## src/logic/lcd_pkg.sv

```systemverilog
`default_nettype none

package lcd_pkg;

	// mode bits as seen on the config input, msb first
	typedef struct packed {
		logic two_line;   // N bit of function set
		logic font_5x10;  // F bit of function set
		logic display_on;
		logic cursor_on;
		logic blink_on;
		logic increment;  // I/D of entry mode
		logic shift;      // S of entry mode
	} lcd_config_t;

	// one write on the panel bus
	typedef struct packed {
		logic       rs;    // 1 selects data register
		logic       rw;
		logic [7:0] data;
	} lcd_word_t;

	// instruction base codes, argument bits are or-ed in by the user
	typedef enum logic [7:0] {
		CLEAR        = 8'h01,
		HOME         = 8'h02,
		ENTRY_MODE   = 8'h04,
		DISPLAY_CTRL = 8'h08,
		FUNCTION_SET = 8'h30,  // DL set, 8-bit bus
		SET_DDRAM    = 8'h80
	} lcd_instr_e;

	// panel timing in microseconds
	localparam int T_POWERUP        = 500;
	localparam int T_PULSE_SETUP    = 1;     // data to e rising
	localparam int T_PULSE_HIGH_END = 14;    // e falling, from command
	localparam int T_WRITE          = 50;    // normal instruction or data
	localparam int T_CLEAR          = 2000;  // clear and home
	localparam int T_INIT_PULSE     = 10;

	// wait after each of the four init instructions
	localparam int T_INIT_WAIT [4] = '{50, 50, 200, 100};

	// ddram offset of the second line
	localparam logic [7:0] LINE2_ADDR = 8'h40;

endpackage

`default_nettype wire

```

## src/logic/char_fifo.sv

```systemverilog
`timescale 1ns/1ps
`default_nettype none

module char_fifo #(
	parameter int DEPTH = 16
) (
	input  logic       clk,
	input  logic       reset,
	input  logic [7:0] wr_data,
	input  logic       write,
	input  logic       read,
	output logic [7:0] rd_data,
	output logic       empty,
	output logic       full
);

	localparam int AW = $clog2(DEPTH);

	logic [7:0]  mem [DEPTH];
	logic [AW:0] wr_ptr;  // extra msb tells full from empty
	logic [AW:0] rd_ptr;
	logic        do_write;
	logic        do_read;

	assign do_write = write && !full;  // strobe into a full buffer is lost
	assign do_read  = read && !empty;

	assign empty = (wr_ptr == rd_ptr);
	assign full  = (wr_ptr[AW] != rd_ptr[AW]) && (wr_ptr[AW-1:0] == rd_ptr[AW-1:0]);

	// head of the queue straight from the array
	assign rd_data = mem[rd_ptr[AW-1:0]];

	always_ff @(posedge clk) begin
		if (do_write) begin
			mem[wr_ptr[AW-1:0]] <= wr_data;
		end
	end

	always_ff @(posedge clk) begin
		if (reset) begin
			wr_ptr <= '0;
			rd_ptr <= '0;
		end else begin
			if (do_write) begin
				wr_ptr <= wr_ptr + 1'b1;
			end
			if (do_read) begin
				rd_ptr <= rd_ptr + 1'b1;
			end
		end
	end

endmodule

`default_nettype wire

```

## src/logic/text_formatter.sv

```systemverilog
`timescale 1ns/1ps
`default_nettype none

module text_formatter #(
	parameter int LINE_LEN = 16
) (
	input  logic                 clk,
	input  logic                 reset,
	input  lcd_pkg::lcd_config_t cfg,
	input  logic [7:0]           fifo_data,
	input  logic                 fifo_empty,
	output logic                 fifo_read,
	input  logic                 busy,
	output lcd_pkg::lcd_word_t   cmd,
	output logic                 cmd_write
);

	localparam int COL_W = $clog2(LINE_LEN + 1);
	localparam logic [COL_W-1:0] WRAP_COL = COL_W'(LINE_LEN);
	localparam logic [7:0] CHAR_LF = 8'h0A;
	localparam logic [7:0] CHAR_FF = 8'h0C;
	localparam logic [7:0] CHAR_SPACE = 8'h20;  // first printable code

	typedef enum logic [2:0] {
		IDLE,
		FETCH,
		SEND_ADDR,
		SEND_CHAR,
		SEND_CLEAR
	} state_e;

	state_e           state;
	logic [7:0]       ch;         // character held between address and data
	logic             line;
	logic [COL_W-1:0] col;        // may sit at WRAP_COL until the next char
	logic             next_line;
	logic             can_send;
	logic [7:0]       line_base;

	// a strobe just sent has not raised busy yet
	assign can_send  = !busy && !cmd_write;
	assign next_line = cfg.two_line ? ~line : 1'b0;
	assign line_base = line ? lcd_pkg::LINE2_ADDR : 8'h00;

	always_ff @(posedge clk) begin
		if (reset) begin
			state     <= IDLE;
			fifo_read <= 1'b0;
			cmd_write <= 1'b0;
			line      <= 1'b0;
			col       <= '0;
		end else begin
			fifo_read <= 1'b0;
			cmd_write <= 1'b0;
			case (state)
				IDLE: begin
					if (!fifo_empty && can_send) begin
						fifo_read <= 1'b1;  // pops at the end of FETCH
						state     <= FETCH;
					end
				end
				FETCH: begin
					if (fifo_data == CHAR_FF) begin
						state <= SEND_CLEAR;
					end else if (fifo_data == CHAR_LF) begin
						line  <= next_line;
						col   <= '0;
						state <= IDLE;
					end else if (fifo_data < CHAR_SPACE) begin
						state <= IDLE;  // other control codes dropped
					end else if (col == WRAP_COL) begin
						line  <= next_line;
						col   <= '0;
						state <= SEND_ADDR;
					end else if (col == '0) begin
						state <= SEND_ADDR;
					end else begin
						state <= SEND_CHAR;
					end
				end
				SEND_ADDR: begin
					if (can_send) begin
						cmd_write <= 1'b1;
						state     <= SEND_CHAR;
					end
				end
				SEND_CHAR: begin
					if (can_send) begin
						cmd_write <= 1'b1;
						col       <= col + 1'b1;
						state     <= IDLE;
					end
				end
				SEND_CLEAR: begin
					if (can_send) begin
						cmd_write <= 1'b1;
						line      <= 1'b0;  // panel clear homes the cursor too
						col       <= '0;
						state     <= IDLE;
					end
				end
				default: begin
					state <= IDLE;
				end
			endcase
		end
	end

	// instruction words, loaded together with cmd_write
	always_ff @(posedge clk) begin
		if (state == FETCH) begin
			ch <= fifo_data;
		end
		if (can_send) begin
			case (state)
				SEND_ADDR: begin
					cmd <= '{rs: 1'b0, rw: 1'b0, data: lcd_pkg::SET_DDRAM | line_base};
				end
				SEND_CHAR: begin
					cmd <= '{rs: 1'b1, rw: 1'b0, data: ch};
				end
				SEND_CLEAR: begin
					cmd <= '{rs: 1'b0, rw: 1'b0, data: lcd_pkg::CLEAR};
				end
				default: begin
					cmd <= cmd;
				end
			endcase
		end
	end

endmodule

`default_nettype wire

```

## src/logic/lcd_controller.sv

```systemverilog
`timescale 1ns/1ps
`default_nettype none

module lcd_controller #(
	parameter int CLK_PER_US = 50
) (
	input  logic                 clk,
	input  logic                 reset,
	input  lcd_pkg::lcd_config_t cfg,
	input  lcd_pkg::lcd_word_t   cmd,
	input  logic                 cmd_write,
	output logic                 busy,
	output logic                 lcd_e,
	output logic                 lcd_rs,
	output logic                 lcd_rw,
	output logic [7:0]           lcd_data
);

	localparam int LONGEST = (lcd_pkg::T_CLEAR > lcd_pkg::T_POWERUP) ?
		lcd_pkg::T_CLEAR : lcd_pkg::T_POWERUP;
	localparam int CNT_W = $clog2(LONGEST * CLK_PER_US + 1);

	// init schedule: each step is a pulse followed by its wait
	localparam int STEP_0 = (lcd_pkg::T_INIT_PULSE + lcd_pkg::T_INIT_WAIT[0]) * CLK_PER_US;
	localparam int STEP_1 = (lcd_pkg::T_INIT_PULSE + lcd_pkg::T_INIT_WAIT[1]) * CLK_PER_US;
	localparam int STEP_2 = (lcd_pkg::T_INIT_PULSE + lcd_pkg::T_INIT_WAIT[2]) * CLK_PER_US;
	localparam int STEP_3 = (lcd_pkg::T_INIT_PULSE + lcd_pkg::T_INIT_WAIT[3]) * CLK_PER_US;

	localparam logic [CNT_W-1:0] INIT_START_1 = CNT_W'(STEP_0);
	localparam logic [CNT_W-1:0] INIT_START_2 = CNT_W'(STEP_0 + STEP_1);
	localparam logic [CNT_W-1:0] INIT_START_3 = CNT_W'(STEP_0 + STEP_1 + STEP_2);
	localparam logic [CNT_W-1:0] INIT_LAST = CNT_W'(STEP_0 + STEP_1 + STEP_2 + STEP_3 - 1);
	localparam logic [CNT_W-1:0] PULSE_LEN = CNT_W'(lcd_pkg::T_INIT_PULSE * CLK_PER_US);
	localparam logic [CNT_W-1:0] PWR_LAST = CNT_W'(lcd_pkg::T_POWERUP * CLK_PER_US - 1);

	// normal write, counted from the first cycle with pins valid
	localparam logic [CNT_W-1:0] SETUP_LAST = CNT_W'(lcd_pkg::T_PULSE_SETUP * CLK_PER_US - 1);
	localparam logic [CNT_W-1:0] HIGH_LAST =
		CNT_W'(lcd_pkg::T_PULSE_HIGH_END * CLK_PER_US - 1);
	localparam logic [CNT_W-1:0] WRITE_LAST = CNT_W'(lcd_pkg::T_WRITE * CLK_PER_US - 1);
	localparam logic [CNT_W-1:0] CLEAR_LAST = CNT_W'(lcd_pkg::T_CLEAR * CLK_PER_US - 1);

	typedef enum logic [1:0] {
		POWER_UP,
		INIT,
		IDLE,
		WRITE
	} state_e;

	state_e           state;
	logic [CNT_W-1:0] cnt;
	logic [CNT_W-1:0] init_cnt;   // init position of the next cycle
	logic [CNT_W-1:0] init_base;
	logic [1:0]       init_step;
	logic             init_e;
	logic [7:0]       init_word;
	logic             long_cmd;

	always_comb begin
		init_cnt = (state == INIT) ? cnt + 1'b1 : '0;
		if (init_cnt >= INIT_START_3) begin
			init_step = 2'd3;
			init_base = INIT_START_3;
		end else if (init_cnt >= INIT_START_2) begin
			init_step = 2'd2;
			init_base = INIT_START_2;
		end else if (init_cnt >= INIT_START_1) begin
			init_step = 2'd1;
			init_base = INIT_START_1;
		end else begin
			init_step = 2'd0;
			init_base = '0;
		end
		init_e = (init_cnt - init_base) < PULSE_LEN;  // e high at start of step
		case (init_step)
			2'd0: init_word = lcd_pkg::FUNCTION_SET |
				{4'b0000, cfg.two_line, cfg.font_5x10, 2'b00};
			2'd1: init_word = lcd_pkg::DISPLAY_CTRL |
				{5'b00000, cfg.display_on, cfg.cursor_on, cfg.blink_on};
			2'd2: init_word = lcd_pkg::CLEAR;
			default: init_word = lcd_pkg::ENTRY_MODE |
				{6'b000000, cfg.increment, cfg.shift};
		endcase
	end

	// clear and home need the long execution time
	assign long_cmd = !lcd_rs &&
		(lcd_data == lcd_pkg::CLEAR || {lcd_data[7:1], 1'b0} == lcd_pkg::HOME);

	always_ff @(posedge clk) begin
		if (reset) begin
			state    <= POWER_UP;
			cnt      <= '0;
			busy     <= 1'b1;  // held until init is through
			lcd_e    <= 1'b0;
			lcd_rs   <= 1'b0;
			lcd_rw   <= 1'b0;
			lcd_data <= '0;
		end else begin
			case (state)
				POWER_UP: begin
					if (cnt == PWR_LAST) begin
						cnt      <= '0;
						lcd_e    <= init_e;
						lcd_data <= init_word;
						state    <= INIT;
					end else begin
						cnt <= cnt + 1'b1;
					end
				end
				INIT: begin
					if (cnt == INIT_LAST) begin
						cnt   <= '0;
						lcd_e <= 1'b0;
						busy  <= 1'b0;
						state <= IDLE;
					end else begin
						cnt      <= cnt + 1'b1;
						lcd_e    <= init_e;
						lcd_data <= init_word;
					end
				end
				IDLE: begin
					if (cmd_write) begin
						lcd_rs   <= cmd.rs;
						lcd_rw   <= cmd.rw;
						lcd_data <= cmd.data;
						busy     <= 1'b1;
						cnt      <= '0;
						state    <= WRITE;
					end
				end
				WRITE: begin
					cnt <= cnt + 1'b1;
					if (cnt == SETUP_LAST) begin
						lcd_e <= 1'b1;
					end
					if (cnt == HIGH_LAST) begin
						lcd_e <= 1'b0;  // panel latches on this edge
					end
					if (cnt == (long_cmd ? CLEAR_LAST : WRITE_LAST)) begin
						cnt   <= '0;
						busy  <= 1'b0;
						state <= IDLE;
					end
				end
				default: begin
					state <= IDLE;
				end
			endcase
		end
	end

endmodule

`default_nettype wire

```

## src/logic/lcd_text_top.sv

```systemverilog
`timescale 1ns/1ps
`default_nettype none

module lcd_text_top #(
	parameter int CLK_PER_US = 50,
	parameter int FIFO_DEPTH = 16,  // power of two
	parameter int LINE_LEN   = 16
) (
	input  logic                 clk,
	input  logic                 reset,
	input  lcd_pkg::lcd_config_t cfg,
	input  logic [7:0]           char_data,
	input  logic                 char_write,
	output logic                 char_full,
	output logic                 lcd_e,
	output logic                 lcd_rs,
	output logic                 lcd_rw,
	output logic [7:0]           lcd_data,
	output logic                 ready
);

	logic [7:0]         fifo_data;
	logic               fifo_empty;
	logic               fifo_read;
	lcd_pkg::lcd_word_t cmd;
	logic               cmd_write;
	logic               busy;

	assign ready = ~busy;  // init done and no write in flight

	char_fifo #(
		.DEPTH(FIFO_DEPTH)
	) char_fifo_inst (
		.clk(clk),
		.reset(reset),
		.wr_data(char_data),
		.write(char_write),
		.read(fifo_read),
		.rd_data(fifo_data),
		.empty(fifo_empty),
		.full(char_full)
	);

	text_formatter #(
		.LINE_LEN(LINE_LEN)
	) text_formatter_inst (
		.clk(clk),
		.reset(reset),
		.cfg(cfg),
		.fifo_data(fifo_data),
		.fifo_empty(fifo_empty),
		.fifo_read(fifo_read),
		.busy(busy),
		.cmd(cmd),
		.cmd_write(cmd_write)
	);

	lcd_controller #(
		.CLK_PER_US(CLK_PER_US)
	) lcd_controller_inst (
		.clk(clk),
		.reset(reset),
		.cfg(cfg),
		.cmd(cmd),
		.cmd_write(cmd_write),
		.busy(busy),
		.lcd_e(lcd_e),
		.lcd_rs(lcd_rs),
		.lcd_rw(lcd_rw),
		.lcd_data(lcd_data)
	);

endmodule

`default_nettype wire

```

## config.mk

```make
export PLATFORM = sky130hd
export DESIGN_NAME = lcd_text_top
export DESIGN_NICKNAME = d
export VERILOG_FILES = /design/src/logic/lcd_pkg.sv /design/src/logic/char_fifo.sv /design/src/logic/text_formatter.sv /design/src/logic/lcd_controller.sv /design/src/logic/lcd_text_top.sv
export SDC_FILE = /design/constraint.sdc
export NUM_CORES = 1
export LEC_CHECK = 0
export ABC_CLOCK_PERIOD_IN_PS = 5250
export BUFFER_PORTS_ARGS = -buffer_cell sky130_fd_sc_hd__buf_2
export CAP_MARGIN = 30
export CELL_PAD_IN_SITES_DETAIL_PLACEMENT = 2
export CELL_PAD_IN_SITES_GLOBAL_PLACEMENT = 2
export CORE_ASPECT_RATIO = 0.5
export CORE_MARGIN = 2
export CORE_UTILIZATION = 39
export CTS_CLUSTER_SIZE = 14
export DETAILED_ROUTE_END_ITERATION = 8
export PLACE_DENSITY = 0.75
export SLEW_MARGIN = 20
export SYNTH_ARGS = -nofsm -noshare
export SYNTH_HDL_FRONTEND = slang
export SYNTH_SLANG_ARGS = --single-unit
```

## constraint.sdc

```tcl
create_clock -name clk -period 5.25 [get_ports clk]
set_clock_uncertainty 0.1 [all_clocks]
set_input_delay 0.525 -clock clk [delete_from_list [all_inputs] [get_ports clk]]
set_output_delay 0.525 -clock clk [all_outputs]
set_load 0.01 [all_outputs]
```

# [Word-level counts from Yosys, hierarchy flattened]
# Memory sizes are Yosys's and may differ from the RTL's. A register that Yosys moved wholly into a read port is not among the register bits.
# Index checks and enable logic that the tools add are counted.
[op_classes] n_addsub=5 n_lt_le_gt_ge=5 eq_ne=36 muxes=63 bitwise=4 n_reduce_logical=35
[ops] cell="two-way mux 17 bit" n=8
[ops] cell="one-hot mux 17 bit (4 select lines)" n=1
[ops] cell="equality test 17 x 15 -> 1 bit (second input constant)" n=2
[ops] cell="two-way mux 5 bit" n=6
[ops] cell="one-hot mux 10 bit (3 select lines)" n=1
[ops] cell="two-way mux 8 bit" n=3
[ops] cell="one-hot mux 8 bit (3 select lines)" n=1
[ops] cell="two-way mux 3 bit" n=7
[ops] cell="two-way mux 1 bit" n=19
[ops] cell="one-hot mux 6 bit (3 select lines)" n=1
[ops] cell="adder 17 x 1 -> 17 bit (second input constant)" n=1
[ops] cell="equality test 17 x 10 -> 1 bit (second input constant)" n=1
[ops] cell="equality test 17 bit" n=1
[ops] cell="equality test 17 x 6 -> 1 bit (second input constant)" n=1
[ops] cell="greater-or-equal comparator 17 x 12 -> 1 bit (second input constant)" n=1
[ops] cell="greater-or-equal comparator 17 x 13 -> 1 bit (second input constant)" n=1
[ops] cell="greater-or-equal comparator 17 x 15 -> 1 bit (second input constant)" n=1
[ops] cell="< comparator 17 x 9 -> 1 bit (second input constant)" n=1
[ops] cell="subtractor 17 bit" n=1
[ops] cell="equality test 8 x 4 -> 1 bit (second input constant)" n=2
[ops] cell="adder 5 x 1 -> 5 bit (second input constant)" n=3
[ops] cell="one-hot mux 5 bit (3 select lines)" n=1
[ops] cell="nonzero test 3 bit" n=5
[ops] cell="!= test 2 x 1 -> 1 bit (second input constant)" n=7
[ops] cell="38 further kinds" n=72
[totals] ff_bits=70 ramBits=128 in_bits=18 output_inout_bits=13 wordCells=167 memories=1
[memory_table] name="char_fifo_inst.mem" depth=16 word_bits=8 read_ports=1 rd_ports_with_merged_regs=1 wr=1 line="char_fifo.sv:19" source="logic [7:0] mem [DEPTH];"

# [Longest topological paths before layout]
[logic_depth] depth_word=10 mapped_depth=23 mapped_depth_nobuf=22

# [Cells and area by module]
# Synthesis repeated with hierarchy kept, for this count alone.
[hier_totals] hier_cells=812 area_unflattened_um2=10224.8
[modules_own_cells] mod="char_fifo" instances=1 cells_per_inst=279 area_each_um2=5840.6
[modules_own_cells] mod="lcd_controller" instances=1 cells_per_inst=414 area_each_um2=3093.0
[modules_own_cells] mod="text_formatter" instances=1 cells_per_inst=118 area_each_um2=1287.5
[modules_own_cells] mod="lcd_text_top" instances=1 cells_per_inst=1 area_each_um2=3.8

# [Least setup slack after synthesis]
# No wires, ideal clock.
[synth_path] path_type="register -> register" from="register lcd_controller_inst.cnt[0]" to="register lcd_controller_inst.lcd_e" setup_time_ns=0.101 t_arrival_ns=4.992 setup_slack_ns=0.057 path_stages_with_launch=23 period_less_slack_ns=5.193 cell_sequence="dfxtp_1 buf_2 nand4_4 or4_1 buf_2 xor2_1 nor2_4 or4_1 o41a_1 o21a_1 inv_2 nand2_1 ha_1 a21o_1 a21o_1 a21oi_1 nor2b_1 a2111o_1 a21oi_1 xnor2_1 nor4_1 o211ai_1 o41ai_1"
[synth_between] elab_chain_cells=10 word_cells_on_any_way=21
[synth_rtl] element="from (decl)" line="lcd_controller.sv:51" source="logic [CNT_W-1:0] cnt;"
[synth_rtl] element="from (signal assigned)" line="lcd_controller.sv:108" source="cnt <= cnt + 1'b1;"
[synth_rtl] element="from (signal assigned)" line="lcd_controller.sv:118" source="cnt <= cnt + 1'b1;"
[synth_rtl] element="from (signal assigned)" line="lcd_controller.sv:134" source="cnt <= cnt + 1'b1;"
[synth_rtl] element="adder 17 x 1 -> 17 bit" line="lcd_controller.sv:60" source="init_cnt = (state == INIT) ? cnt + 1'b1 : '0;"
[synth_rtl] element="two-way mux 17 bit" line="lcd_controller.sv:60"
[synth_rtl] element="greater-or-equal comparator 17 x 12 -> 1 bit" line="lcd_controller.sv:67" source="end else if (init_cnt >= INIT_START_1) begin"
[synth_rtl] element="two-way mux 12 bit" line="lcd_controller.sv:67"
[synth_rtl] element="two-way mux 17 bit" line="lcd_controller.sv:64" source="end else if (init_cnt >= INIT_START_2) begin"
[synth_rtl] element="two-way mux 17 bit" line="lcd_controller.sv:61" source="if (init_cnt >= INIT_START_3) begin"
[synth_rtl] element="subtractor 17 bit" line="lcd_controller.sv:74" source="init_e = (init_cnt - init_base) < PULSE_LEN;"
[synth_rtl] element="< comparator 17 x 9 -> 1 bit" line="lcd_controller.sv:74"
[synth_rtl] element="two-way mux 1 bit, on equally long branches" line="lcd_controller.sv:112, lcd_controller.sv:102"
[synth_rtl] element="one-hot mux 1 bit (3 select lines)" line="lcd_controller.sv:100" source="case (state)"
[synth_rtl] element="to (signal assigned)" line="lcd_controller.sv:104" source="lcd_e <= init_e;"
[synth_rtl] element="to (signal assigned)" line="lcd_controller.sv:119" source="lcd_e <= init_e;"
[synth_rtl] element="to (decl)" line="lcd_controller.sv:13" source="output logic lcd_e,"
# Parallel ways exist; a longest one is shown, timed or not. The select of a mux whose other input is x is not followed.
# A chain may end at the register's enable or synchronous reset.

# [Worst setup path after layout]
[layout_path] from="register lcd_controller_inst.cnt[10]" to="register lcd_controller_inst.lcd_e"
# The elaborated chain is that of the path after synthesis.

==> metrics <==
Final min period=5090 ps; Detailed Routing Iterations Pass 1=4; Buffers on Ports=29; fin area=approximately 11000 um2; die area=26400 um2; Mapped Avg Cell Area=12.2 um2; Yosys top cell area share=44.5%; Via density=around 5.7; ANT cells=0; drt initial violations=439; post-synth cell types=75; vias=6765; main area contributors after synthesis=edfxtp_1 45%, dfxtp_1 11%, mux4_2 8.5%, nor2_1 2.7%, ha_1 2.7%; CP max-delay cell=or4_4; commonest non-fill, non-tap cell in the layout=edfxtp_1; Crit. path cell count=20; Least-Margin Pin Slew=~860 ps; Setup CP Type=flop to flop; sequential-to-total area share from yosys stat=55.8%; status=finished clean; Synthesized Nets=844; Worst-path clk slew=around 80 ps; largest net degree at the start of global routing=27; peak supply drop=0.232 mV; mux cell area share after synthesis=10.1%; CTS sink cnt=200; FMAX=0.196 GHz; synthesized cell area=9780 um2; cell area after placement=10400 um2; worst setup path end=lcd_controller_inst.lcd_e$_SDFFE_PP0P_; max cap viols=0; pre-CTS WS=-140 ps; crit path from=lcd_controller_inst.cnt[10]$_SDFFE_PP0N_; CP cell instances=nand4_1 > or4_4 > xor2_4 > nor2_4 > or4_4 > o41a_1 > o21a_1 > buf_4 > ha_1 > inv_1 > fa_2 > a21oi_2 > nor2b_2 > o21a_1 > nand2_1 > or4_4 > nand3_4 > a31oi_1 > xnor2_1 > o41ai_1; TritonCTS clock tree=done; area leader, netlist=edfxtp_1; Post-Synth XOR/XNOR Area=3.58%; Top Ports=31; critical path required time=5490 ps; Starting Density=40.2%; htree depth=4; share of layout cells above drive strength 1=between 20% and 30%; Die X=228 um; GP Congestion=0.831; Synth Area in Compound Gates=9.16%; slowest stage delay, CP=620 ps; reg-to-reg startpoint=lcd_controller_inst.cnt[10]$_SDFFE_PP0N_; hold crit path type=input pin to flop; WP data arrival=about 5300 ps; Yosys warnings=0; delay-heaviest family, CP=simple AND/OR/NAND/NOR gates; reg-to-reg endpoint=lcd_controller_inst.lcd_e$_SDFFE_PP0P_; FP Rows=40; Max Slew Vio Count=0; FILL cells=2390; first-pass GRT wire length=44800 um; top_reg_cell synth=edfxtp_1; post-synthesis adder-cell area fraction=2.89%; final hold viol count=0; crit start category=flop; most frequent cells in the layout=145 x edfxtp_1, 71 x nor2_1, 55 x nand2_1; most frequent CP cell=or4_4; Worst Path Buf+Inv=2; WL met3=774 um; vias in the first global route=7430; max layer used=met4; tightest hold margin=257 ps; final worst path period share=97.0%; total wire length=29000 um; Die H=116 um; largest family of logic cells by synthesized area=simple AND/OR/NAND/NOR gates; #FFs+latches synth=200; CTS max path bufs=2; FF-to-FF path depth=20; CORE AREA=24300 um2; DP Wirelength=approximately 20000 um; DRT antenna net count=0; Slew headroom=42.4%; kind of end point of the critical path=flop; synthesis-to-finish area growth=15.7%; ys async rst share=0%; layout net count=about 900; # DRC=0; hold buffers post-CTS=0; total CTS buffers=17; clock root buffer=clkbuf_16; Sum Neg Setup Slack=0 ps; count of final setup violators=0; GRT Util Overall=~23%; met2 WL=14900 um; gr ovfl total=0; cell area power density=290 nW/um2; P_leak=0.00381 uW; Syn Inst Count=804; Post-synth EDFFs=145; Crit Path Max Fanout=5; setup ws final=157 ps; drt wl/cell=approximately 24 um; reg-to-reg slack, setup=about 160 ps; WL met1=approximately 13000 um; dpl cells=roughly 1200; initial antenna violation count=0; Final Non-Filler Cells=1193; post-synthesis simple-gate area fraction=15.0%; clk_lat worst skew=450 ps
metrics by stage:
stage | power [uW] | utilization, %
3_5_place_dp | 1860 | 42.8
2_1_floorplan | 1800 | -
6_report | 3280 | 46.5
3_3_place_gp | 1840 | 42.6
4_1_cts | 3300 | 45.5
5_1_grt | 3370 | 46.5
synth_stat cells, types with 5 or more instances:
library cell and count:
xnor2_1 22, edfxtp_1 145, nand2b_1 7, clkbuf_1 36, ha_1 21, a211oi_1 5, dfxtp_1 55, nor3_1 13
nor4_1 9, a21oi_1 38, and3_1 13, a31oi_1 9, mux4_2 37, and2_1 27, nor2_1 71, mux2i_1 15
nor2b_1 8, o21ai_0 29, nand2_1 56, nand4_1 10, xor2_1 18, nand3_1 19, o31ai_1 5, buf_2 9
inv_1 28
flip-flops by register name, summed over array words and instances (netlist names), 2 cells and up, named ones only:
signal,cells
text_formatter_inst.ch,8
char_fifo_inst.mem,128
text_formatter_inst.col,5
char_fifo_inst.rd_ptr,5
text_formatter_inst.cmd,9
lcd_controller_inst.cnt,17
char_fifo_inst.wr_ptr,5
text_formatter_inst.state,3
lcd_controller_inst.state,2
lcd_controller_inst.lcd_data,8
power by group:
part / total, uW / switching, uW / internal, uW
Clock: 1460 / 679 / 781
Sequential: 1720 / 11.9 / 1710
Combinational: 106 / 70.0 / 35.8
Total: 3280 / 761 / 2520
per-layer routing:
layer  vias to the layer above  global-route usage (%)
met5                         -                       0
met4                         0                    7.10
met3                        34                    3.52
met2                       109                    41.2
met1                      3531                    28.3
li1                       3091                       -
cell families after synthesis:
logic type | after synthesis
mux | 52
xor+xnor | 40
simple gates | 273
other cells | 1
flops | 200
fa+ha+maj | 22
buf+inv | 80
compound gates | 136
worst min path at each step:
stage / end / slack, ps / cells after the start / from
2_1_floorplan: text_formatter_inst.col[0]$_SDFFE_PP0P_ / 360 / 2 / text_formatter_inst.col[0]$_SDFFE_PP0P_
5_1_grt: lcd_controller_inst.lcd_data[2]$_SDFFE_PP0P_ / 260 / 3 / cfg[5]
3_5_place_dp: lcd_controller_inst.lcd_data[7]$_SDFFE_PP0P_ / 380 / 2 / lcd_controller_inst.lcd_data[7]$_SDFFE_PP0P_
4_1_cts: lcd_controller_inst.lcd_data[2]$_SDFFE_PP0P_ / 240 / 3 / cfg[5]
3_3_place_gp: lcd_controller_inst.lcd_data[6]$_SDFFE_PP0P_ / 370 / 2 / lcd_controller_inst.lcd_data[6]$_SDFFE_PP0P_
6_report: lcd_controller_inst.lcd_data[2]$_SDFFE_PP0P_ / 260 / 3 / cfg[5]
cell type report:
type                            instances  area [um2]  area share [%]
Inverter                               29         109           0.962
Clock buffer                           17         425            3.76
Tap cell                              336         420            3.72
Clock inverter                         15         223            1.97
Sequential cell                       200        5470            48.4
Timing Repair Buffer                   72         507            4.48
Multi-Input combinational cell        524        4160            36.8
what timing repair did:
action / 4_1_cts / 5_1_grt
setup buffers: 0 / 5
gates resized for setup: 4 / 40
pin swaps: 0 / 9
endpoints found under the setup margin: 1 / 1
worst register-to-register path, stage by stage (launching register included):
cell     delay, ps
dfxtp_2        350
nand4_1        210
or4_4          620
xor2_4         210
nor2_4          80
or4_4          520
o41a_1         400
o21a_1         220
buf_4          150
ha_1           190
inv_1           70
fa_2           220
a21oi_2         70
nor2b_2        140
o21a_1         210
nand2_1         70
or4_4          430
nand3_4        130
a31oi_1        110
xnor2_1        150
o41ai_1        340
No activity file was read; power rests on OpenSTA's default activity.
